===== src/design/sdramDevicePkg.sv =====
package sdramDevicePkg;

	//////////////////////////////////////////////////////////////////////
	// SDRAM command word, 13-bit row, 4 banks, x16
	//////////////////////////////////////////////////////////////////////

	// command bits from msb: clock enable, chip select, RAS, CAS, WE
	// chip select and the three strobes are active low
	typedef enum logic [4:0] {
		cmdPowerUp      = 5'b00000,	// cke and cs low while the device powers up
		cmdNop          = 5'b10111,	// selected, no strobes
		cmdPrechargeAll = 5'b10010,	// ras + we, needs A10 high
		cmdAutoRefresh  = 5'b10001,	// ras + cas
		cmdModeRegSet   = 5'b10000	// all three strobes, opcode on the address lines
	} sdramCmdT;

	//////////////////////////////////////////////////////////////////////
	// address and bank lines
	//////////////////////////////////////////////////////////////////////

	localparam int sdramAddrW = 13;	// row address A12..A0
	localparam int sdramBankW = 2;	// BA1..BA0

	localparam int a10Bit = 10;	// high selects all banks on a precharge

	//////////////////////////////////////////////////////////////////////
	// mode register
	//////////////////////////////////////////////////////////////////////

	// A2..A0   burst length, 000 gives a single word
	// A3       burst type, sequential
	// A6..A4   CAS latency, 010 gives two clocks
	// A9       write burst mode, single location access
	localparam logic [sdramAddrW-1:0] modeRegWord = 13'h220;

	// bank address while loading the mode register
	localparam logic [sdramBankW-1:0] modeRegBank = '0;

endpackage


===== src/design/sdramCtrlPkg.sv =====
package sdramCtrlPkg;

	//////////////////////////////////////////////////////////////////////
	// controller states, init sequence first, then the periodic loop
	//////////////////////////////////////////////////////////////////////

	typedef enum logic [4:0] {
		stInit,			// load the power-up timer
		stPowerWait,		// hold cke/cs low until the timer runs out
		stFirstNop,
		stPrechargeInit,	// precharge all banks once
		stNopAfterPrecharge,	// also loads the refresh loop counter
		stRefresh,		// init refresh loop
		stRefreshNop1,
		stRefreshNop2,
		stRefreshNop3,		// loop back or go on to the mode register
		stModeSet,
		stModeNop1,
		stModeNop2,
		stModeNop3,
		stLoadRefreshTimer,	// start the refresh interval
		stIdle,			// wait for refresh due
		stPrechargePeriodic,
		stNopPeriodic,
		stRefreshPeriodic,
		stPeriodicNop1,
		stPeriodicNop2,
		stPeriodicNop3
	} ctrlStateT;

	//////////////////////////////////////////////////////////////////////
	// timing defaults, 50 MHz clock
	//////////////////////////////////////////////////////////////////////

	localparam int timerW = 16;	// both delay timers

	localparam int defPowerUpCycles         = 5000;	// 100 us
	localparam int defRefreshIntervalCycles = 375;	// 7.5 us, 8192 rows in 64 ms
	localparam int defInitRefreshCount      = 10;	// refreshes before mode set

endpackage


===== src/design/delayTimer.sv =====
`timescale 1ns/10ps

module delayTimer #(
	parameter int unsigned LoadValue = 1	// count loaded on a load pulse
) (
	input  logic Clock,
	input  logic Reset_L,
	input  logic load,	// one-cycle pulse, restarts the delay
	output logic done	// high while the count sits at zero
);

	import sdramCtrlPkg::*;

	logic [timerW-1:0] count;	// remaining cycles

	//////////////////////////////////////////////////////////////////////
	// down counter, stops at zero
	//////////////////////////////////////////////////////////////////////

	always_ff @(posedge Clock or negedge Reset_L) begin
		if (!Reset_L) begin
			count <= '0;	// idle timer reads as done
		end else if (load) begin
			count <= timerW'(LoadValue);
		end else if (count != '0) begin
			count <= count - 1'b1;	// hold once it hits zero
		end
	end

	assign done = (count == '0);

	//////////////////////////////////////////////////////////////////////
	// checks
	//////////////////////////////////////////////////////////////////////

	// the load value arrives whole on the next edge
	loadTakesEffect: assert property (
		@(posedge Clock) disable iff (!Reset_L)
		load |=> (count == timerW'(LoadValue))
	) else $error("delayTimer: count not at LoadValue after load");

endmodule


===== src/design/sdramSequencer.sv =====
`timescale 1ns/10ps

module sdramSequencer #(
	parameter int InitRefreshCount = sdramCtrlPkg::defInitRefreshCount
) (
	input  logic Clock,
	input  logic Reset_L,

	// timers
	input  logic powerUpDone,	// power-up delay elapsed
	input  logic refreshDue,	// refresh interval elapsed
	output logic powerUpLoad,	// pulse in stInit
	output logic refreshLoad,	// pulse in stLoadRefreshTimer

	// sdram pins, all registered
	output logic sdramCke,
	output logic sdramCs_L,
	output logic sdramRas_L,
	output logic sdramCas_L,
	output logic sdramWe_L,
	output logic [sdramDevicePkg::sdramAddrW-1:0] sdramAddr,
	output logic [sdramDevicePkg::sdramBankW-1:0] sdramBa
);

	import sdramDevicePkg::*;
	import sdramCtrlPkg::*;

	ctrlStateT state;	// current state
	ctrlStateT stateNext;

	logic [3:0] refreshLeft;	// init refreshes still to issue

	sdramCmdT cmdNext;	// command for the pins at the next edge
	logic [sdramAddrW-1:0] addrNext;
	logic [sdramBankW-1:0] baNext;

	sdramCmdT pinCmd;	// pins read back as a command word

	//////////////////////////////////////////////////////////////////////
	// state register
	//////////////////////////////////////////////////////////////////////

	always_ff @(posedge Clock or negedge Reset_L) begin
		if (!Reset_L) begin
			state <= stInit;
		end else begin
			state <= stateNext;
		end
	end

	//////////////////////////////////////////////////////////////////////
	// init refresh loop counter
	//////////////////////////////////////////////////////////////////////

	always_ff @(posedge Clock or negedge Reset_L) begin
		if (!Reset_L) begin
			refreshLeft <= '0;
		end else if (state == stNopAfterPrecharge) begin
			refreshLeft <= 4'(InitRefreshCount);	// arm before the first refresh
		end else if (state == stRefresh && refreshLeft != '0) begin
			refreshLeft <= refreshLeft - 1'b1;	// one per refresh issued
		end
	end

	//////////////////////////////////////////////////////////////////////
	// next state
	//////////////////////////////////////////////////////////////////////

	always_comb begin
		stateNext = stInit;	// unused encodings restart the sequence
		unique case (state)
			stInit:              stateNext = stPowerWait;
			stPowerWait:         stateNext = powerUpDone ? stFirstNop : stPowerWait;
			stFirstNop:          stateNext = stPrechargeInit;
			stPrechargeInit:     stateNext = stNopAfterPrecharge;
			stNopAfterPrecharge: stateNext = stRefresh;
			stRefresh:           stateNext = stRefreshNop1;
			stRefreshNop1:       stateNext = stRefreshNop2;
			stRefreshNop2:       stateNext = stRefreshNop3;
			stRefreshNop3:       stateNext = (refreshLeft == '0) ? stModeSet : stRefresh;
			stModeSet:           stateNext = stModeNop1;
			stModeNop1:          stateNext = stModeNop2;
			stModeNop2:          stateNext = stModeNop3;
			stModeNop3:          stateNext = stLoadRefreshTimer;
			stLoadRefreshTimer:  stateNext = stIdle;
			stIdle:              stateNext = refreshDue ? stPrechargePeriodic : stIdle;
			stPrechargePeriodic: stateNext = stNopPeriodic;
			stNopPeriodic:       stateNext = stRefreshPeriodic;
			stRefreshPeriodic:   stateNext = stPeriodicNop1;
			stPeriodicNop1:      stateNext = stPeriodicNop2;
			stPeriodicNop2:      stateNext = stPeriodicNop3;
			stPeriodicNop3:      stateNext = stLoadRefreshTimer;	// back to waiting
			default:             stateNext = stInit;
		endcase
	end

	//////////////////////////////////////////////////////////////////////
	// command, address and bank per state
	//////////////////////////////////////////////////////////////////////

	always_comb begin
		cmdNext  = cmdNop;	// most states just idle the bus
		addrNext = '0;
		baNext   = '0;
		unique case (state)
			stInit, stPowerWait: begin
				cmdNext = cmdPowerUp;	// cke and cs held low
			end
			stPrechargeInit, stPrechargePeriodic: begin
				cmdNext          = cmdPrechargeAll;
				addrNext[a10Bit] = 1'b1;	// all banks
			end
			stRefresh, stRefreshPeriodic: begin
				cmdNext = cmdAutoRefresh;
			end
			stModeSet: begin
				cmdNext  = cmdModeRegSet;
				addrNext = modeRegWord;	// burst 1, CAS latency 2
				baNext   = modeRegBank;
			end
			default: begin
				cmdNext = cmdNop;
			end
		endcase
	end

	// timer loads are one cycle wide since both states last one cycle
	assign powerUpLoad = (state == stInit);
	assign refreshLoad = (state == stLoadRefreshTimer);

	//////////////////////////////////////////////////////////////////////
	// pin register
	//////////////////////////////////////////////////////////////////////

	always_ff @(posedge Clock or negedge Reset_L) begin
		if (!Reset_L) begin
			{sdramCke, sdramCs_L, sdramRas_L, sdramCas_L, sdramWe_L} <= cmdPowerUp;
			sdramAddr <= '0;
			sdramBa   <= '0;
		end else begin
			{sdramCke, sdramCs_L, sdramRas_L, sdramCas_L, sdramWe_L} <= cmdNext;
			sdramAddr <= addrNext;
			sdramBa   <= baNext;
		end
	end

	assign pinCmd = sdramCmdT'({sdramCke, sdramCs_L, sdramRas_L, sdramCas_L, sdramWe_L});

	//////////////////////////////////////////////////////////////////////
	// checks on the pin stream
	//////////////////////////////////////////////////////////////////////

	// tRC, three idle clocks behind every refresh
	refreshThenThreeNops: assert property (
		@(posedge Clock) disable iff (!Reset_L)
		(pinCmd == cmdAutoRefresh) |=> (pinCmd == cmdNop) [*3]
	) else $error("sdramSequencer: auto refresh not followed by three NOPs");

	prechargeAllHasA10: assert property (
		@(posedge Clock) disable iff (!Reset_L)
		(pinCmd == cmdPrechargeAll) |-> sdramAddr[a10Bit]
	) else $error("sdramSequencer: precharge without A10 high");

	// once the device is clocked it stays clocked until the next reset
	noPowerUpAfterStart: assert property (
		@(posedge Clock) disable iff (!Reset_L)
		(pinCmd != cmdPowerUp) |=> (pinCmd != cmdPowerUp)
	) else $error("sdramSequencer: power-up command after first NOP");

endmodule


===== src/design/sdramInitRefreshTop.sv =====
`timescale 1ns/10ps

module sdramInitRefreshTop #(
	parameter int PowerUpCycles         = sdramCtrlPkg::defPowerUpCycles,
	parameter int RefreshIntervalCycles = sdramCtrlPkg::defRefreshIntervalCycles,
	parameter int InitRefreshCount      = sdramCtrlPkg::defInitRefreshCount
) (
	input  logic Clock,
	input  logic Reset_L,	// async, restarts the whole init sequence

	// sdram command pins
	output logic sdramCke,
	output logic sdramCs_L,
	output logic sdramRas_L,
	output logic sdramCas_L,
	output logic sdramWe_L,
	output logic [sdramDevicePkg::sdramAddrW-1:0] sdramAddr,
	output logic [sdramDevicePkg::sdramBankW-1:0] sdramBa
);

	logic powerUpLoad;	// sequencer starts the power-up delay
	logic powerUpDone;
	logic refreshLoad;	// sequencer starts a refresh interval
	logic refreshDue;

	//////////////////////////////////////////////////////////////////////
	// timers
	//////////////////////////////////////////////////////////////////////

	// 100 us hold after power is applied
	delayTimer #(
		.LoadValue (PowerUpCycles)
	) powerUpTimer (
		.Clock   (Clock),
		.Reset_L (Reset_L),
		.load    (powerUpLoad),
		.done    (powerUpDone)
	);

	// spacing between periodic refreshes
	delayTimer #(
		.LoadValue (RefreshIntervalCycles)
	) refreshTimer (
		.Clock   (Clock),
		.Reset_L (Reset_L),
		.load    (refreshLoad),
		.done    (refreshDue)
	);

	//////////////////////////////////////////////////////////////////////
	// init and refresh state machine
	//////////////////////////////////////////////////////////////////////

	sdramSequencer #(
		.InitRefreshCount (InitRefreshCount)
	) sequencer (
		.Clock       (Clock),
		.Reset_L     (Reset_L),
		.powerUpDone (powerUpDone),
		.refreshDue  (refreshDue),
		.powerUpLoad (powerUpLoad),
		.refreshLoad (refreshLoad),
		.sdramCke    (sdramCke),
		.sdramCs_L   (sdramCs_L),
		.sdramRas_L  (sdramRas_L),
		.sdramCas_L  (sdramCas_L),
		.sdramWe_L   (sdramWe_L),
		.sdramAddr   (sdramAddr),
		.sdramBa     (sdramBa)
	);

endmodule


===== config.mk =====
export PLATFORM = sky130hd
export DESIGN_NAME = sdramInitRefreshTop
export DESIGN_NICKNAME = d
export VERILOG_FILES = /design/src/design/sdramDevicePkg.sv /design/src/design/sdramCtrlPkg.sv /design/src/design/delayTimer.sv /design/src/design/sdramSequencer.sv /design/src/design/sdramInitRefreshTop.sv
export SDC_FILE = /design/constraint.sdc
export NUM_CORES = 1
export LEC_CHECK = 0
export ABC_AREA = 1
export BUFFER_PORTS_ARGS = -buffer_cell sky130_fd_sc_hd__buf_2
export CORE_ASPECT_RATIO = 1.25
export CORE_UTILIZATION = 60
export DETAILED_ROUTE_END_ITERATION = 12
export PLACE_DENSITY = 0.88
export SLEW_MARGIN = 10
export SYNTH_ARGS = -nofsm -noshare
export SYNTH_HDL_FRONTEND = slang
export SYNTH_SLANG_ARGS = --single-unit

===== constraint.sdc =====
create_clock -name Clock -period 1.8 [get_ports Clock]
set_input_delay 0.36 -clock Clock [delete_from_list [all_inputs] [get_ports Clock]]
set_output_delay 0.36 -clock Clock [all_outputs]
set_load 0.05 [all_outputs]

### Word-level counts from Yosys, hierarchy flattened

Cells that the tools add are included.

| storage, ports and cells | value |
|---|---|
| logic and storage cells | 61 |
| bits in registers | 57 |
| input bits | 2 |
| output and inout bits | 20 |

| operators by class | value |
|---|---|
| reductions and logical operators | 15 |
| equal/unequal tests | 20 |
| mux-type cells | 13 |
| add/subtract/negate cells | 3 |

Operators with widths:

| cell | number |
|---|---|
| case mux 5 bit (20 select lines) | 1 |
| two-way mux 16 bit | 4 |
| equality test 5 x 4 -> 1 bit (second input constant) | 8 |
| zero test 16 bit | 2 |
| nonzero test 16 bit | 2 |
| subtractor 16 x 1 -> 16 bit (second input constant) | 2 |
| equality test 5 bit (second input constant) | 5 |
| equality test 5 x 3 -> 1 bit (second input constant) | 4 |
| case mux 5 bit (4 select lines) | 1 |
| two-way mux 4 bit | 3 |
| equality test 5 x 2 -> 1 bit (second input constant) | 2 |
| two-way mux 10 bit | 1 |
| OR reduction 2 bit | 4 |
| nonzero test 2 bit | 3 |
| equality test 5 x 1 -> 1 bit (second input constant) | 1 |
| zero test 5 bit | 1 |
| zero test 4 bit | 1 |
| nonzero test 4 bit | 1 |
| subtractor 4 x 1 -> 4 bit (second input constant) | 1 |
| two-way mux 1 bit | 2 |
| two-way mux 2 bit | 1 |
| logical AND 1 bit | 1 |

### Logic depth before layout (Yosys ltp)

| depth | value |
|---|---|
| depth in word-level cells | 4 |
| depth in mapped cells | 9 |
| mapped depth without buffers | 9 |

### Hierarchy

From an unflattened synthesis, not the netlist that was laid out.

| unflattened totals | value |
|---|---|
| cells, all modules | 428 |
| area, all modules | 3054.2 µm² |

Modules (own cells, without submodules):

| module | area an instance (µm²) | seq. area each (µm²) | times used | cells each |
|---|---|---|---|---|
| delayTimer (powerUpTimer) | 1062.3 | 400.4 | 1 | 144 |
| delayTimer (refreshTimer) | 1022.2 | 400.4 | 1 | 151 |
| sdramSequencer | 969.7 | 375.4 | 1 | 133 |

### Worst setup path before layout

Ideal clock, no wire load.

| timing path | value |
|---|---|
| kind | reg2reg |
| from | register refreshTimer.count[0] |
| to | register refreshTimer.count[10] |
| period minus slack after synthesis | 1.366 ns |
| arrival time | 1.249 ns |
| path buffers | 0 |
| data required time | 1.683 ns |
| library setup time | 0.117 ns |
| cell stages (with the launch flop) | 8 |
| setup slack | 0.434 ns |
| path through | dfrtp_1 -> inv_1 -> ha_1 -> nand2_1 -> nor2_2 -> nand3_4 -> inv_4 -> nor2_1 |

| between the ends | value |
|---|---|
| word-level cells in the longest chain between the ends | 3 |
| elaborated cells on any way between the ends | 5 |
| classes of those cells | add/sub: 1; mux: 2; reduce/logical: 2 |

RTL lines:

| element | RTL line | source |
|---|---|---|
| start: declaration | delayTimer.sv:14 | `logic [timerW-1:0] count;` |
| start signal: assignment | delayTimer.sv:24 | `count <= timerW'(LoadValue);` |
| start signal: assignment | delayTimer.sv:26 | `count <= count - 1'b1;` |
| subtractor 16 x 1 -> 16 bit | delayTimer.sv:26 |  |
| two-way mux 16 bit | delayTimer.sv:25 | `end else if (count != '0) begin` |
| two-way mux 16 bit | delayTimer.sv:23 | `end else if (load) begin` |

Parallel ways exist; a longest one is shown, timed or not. The select of a mux whose other input is x is not followed.
A chain may end at the register's enable or synchronous reset.

### Worst setup path after layout

| timing path | value |
|---|---|
| from | register refreshTimer.count[0] |
| to | register refreshTimer.count[12] |

Same word-level chain as after synthesis.

==> results.md <==
* Power Density at 568 nW/um^2
* Netlist cell types at 29
* Post-route ant nets at 0
* Initial Utilization at 62.9%
* Outcome: finished, final reports clean
* Synthesis-to-finish area growth at 5.18%
* Nets@finish at 453
* Final min period at 1570 ps
* Worst setup SP type: flip-flop
* CTS resizes at 0
* Total power at 1.79 mW
* Final WL at 5830 um
* Ports at 22
* Worst setup margin at 231 ps
* Slowest CP cell: dfrtp_1
* Post-place setup slack at 248 ps
* Die extent in y at 81.0 um
* Worst hold slack at 11.1 ps
* Clk sink count at 47
* Root buffer cell: clkbuf_8
* Rows at 28
* Placer Congestion at 0.900
* Die width at 65.2 um
* Routed WL per cell at 11.5 um
* Final Hold Fails at 0
* Leading cell types in the layout, fill and taps excluded: nand2_1, nor2_1, inv_1
* Tot GR Track Use at 24.9%
* Buf+Inv Stages, Crit Path at 2
* Worst path cell trace: inv_1 > ha_1 > nand2_1 > nor2_2 > nand3_4 > inv_4 > nor2_1
* Hpwl dp at 4500 um
* Pleak at 1.84 nW
* Critical Path Max Stage Delay at 400 ps
* Area post-placement at 3060 um^2
* Worst IR Drop VDD at 0.373 mV
* Post-CTS Setup Bufs at 0
* Final Instance Area at 3150 um^2
* Total CTS buffers at 5
* Worst setup path class: reg -> reg
* Core Box Area at 4760 um^2
* CTS tree: yes
* Drt initial violations at 132
* Synth Register Bits at 47
* Clock Latency Late Sink at 300 ps
* Skew final at 6.69 ps
* First-pass GRT wire length at 10400 um
* Antenna diodes at 0
* DR vias/cell at 5.13
* H-tree depth at 2
* Setup-failing EPs final at 0
* Avg Cell Area, Syn at 6.92 um^2
* Clock buffer depth at 2
* Share of the yosys chip area belonging to registers at 39.3%
* Pins Over Slew Limit at 0
* Crit path DAT at 1760 ps
* Critical path fanouts, max at 10
* Worst EP required at 1990 ps
* Commonest non-fill, non-tap cell in the layout: nand2_1
* Fraction of layout cells with a size suffix above 1 at 8.95%
* Number of global-route vias before repair at 2569
* Maxcap violations at 0
* Worst setup EP type: flip-flop
* Port Buffer Count at 8
* Synth area leader: dfrtp_1
* CP top delay family: simple AND/OR/NAND/NOR gates
* Main area contributors after synthesis: dfrtp_1, nand2_1, nor2_1, nand3_1, inv_1
* Total gr overflow at 0
* Die ar. at 5280 um^2
* Fraction of the cycle the final worst path needs at 87.2%
* Final TNS setup at 0 ps
* Max Clk Rate at 0.637 GHz
* Initial antenna violation count at 0
* Syn Inst Count at 433
* Reg clk slew, reported paths at 90 ps
* Post-synth top area share at 39.3%
* CTS hold repair buffers at 0
* Synthesized cell area at 3000 um^2
* Drc violations at 0
* Synth warnings at 0
* Hold/Removal Path Class: in -> async
* Drt pass-1 iters at 4
* Routed vias at 2601
* RSZ-0062 raised after global routing: no
* Pin count of the biggest net entering global routing at 30
## area by class of cell
type                            instances  area (um^2)
Clock buffer                            6         82.6
Timing Repair Buffer                   12         82.6
Multi-Input combinational cell        319         1490
Tap cell                               60         75.1
Inverter                               62          235
Sequential cell                        47         1180
Fill cell                             437         1610
Clock inverter                          1         5.00
## state kept, by name, summed over array words and instances (netlist names)
signal,count
sequencer.refreshLeft,4
sequencer.sdramWe_L,1
sequencer.sdramRas_L,1
refreshTimer.count,16
sequencer.state,5
sequencer.sdramAddr,2
sequencer.sdramCke,1
powerUpTimer.count,16
sequencer.sdramCas_L,1
## Yosys cell counts
master and instances:
a21boi_0 2, a21oi_1 3, buf_4 15, buf_6 2
conb_1 1, dfrtp_1 47, ha_1 4, inv_1 60
inv_2 1, inv_4 1, nand2_1 115, nand2_4 2
nand3_1 55, nand3_2 4, nand3_4 1, nand3b_1 2
nand4_1 3, nor2_1 78, nor2_2 4, nor2_4 2
nor2_8 1, nor3_1 2, o211ai_1 3, o21a_1 1
o21ai_0 12, o21ai_1 2, o21bai_1 1, or2_2 5
xor2_1 4
## layer usage
layer	wire length, um	global-route usage (%)	up-vias
met3	154	4.21	6
met1	2500	27.3	1211
met5	0	0	-
li1	-	-	1347
met2	3130	47.8	37
met4	53	7.61	0
## where the power goes
group          leakage, nW  internal, mW  total (mW)  switching, mW
logic                 1.17       0.00511      0.0853         0.0801
registers            0.623          1.05        1.05              0
clock network       0.0470         0.302       0.648          0.346
## cells by family (layout without fill, tap and decap cells)
| logic type | Yosys count | in the layout | share of synthesized area (%) |
|---|---|---|---|
| compound gates | 24 | 24 | 4.59 |
| xor+xnor | 4 | 4 | 1.17 |
| fa+ha+maj | 4 | 4 | 1.67 |
| buf+inv | 79 | 81 | 12.4 |
| flops | 47 | 47 | 39.3 |
| other cells | 1 | 13 | 0.125 |
| simple gates | 274 | 274 | 40.8 |
## worst register-to-register path: stages, from the launching register on
cell and delay (ps):
dfrtp_1 400, inv_1 110, ha_1 250, nand2_1 160, nor2_2 190, nand3_4 150
inv_4 140, nor2_1 60
## path summary, 6_finish.rpt
kind,start,endpoint,slack [ps],depth (start not counted)
max reg2reg,refreshTimer.count[0],refreshTimer.count[12],230,7
min in group Clock,sequencer.refreshLeft[1],sequencer.refreshLeft[1],500,2
min,Reset_L,sequencer.sdramCas_L,10,1
min reg2reg,sequencer.refreshLeft[1],sequencer.refreshLeft[1],500,2
max,refreshTimer.count[0],refreshTimer.count[12],230,7
max in group asynchronous,Reset_L,powerUpTimer.count[11],1280,2
## metrics by stage
stage          util, %  std cells
2_1_floorplan        -        445
3_3_place_gp      64.3        500
3_5_place_dp      64.3        500
4_1_cts           66.1        507
5_1_grt           66.1        507
6_report          66.1        507
No activity file was read; power rests on OpenSTA's default activity.
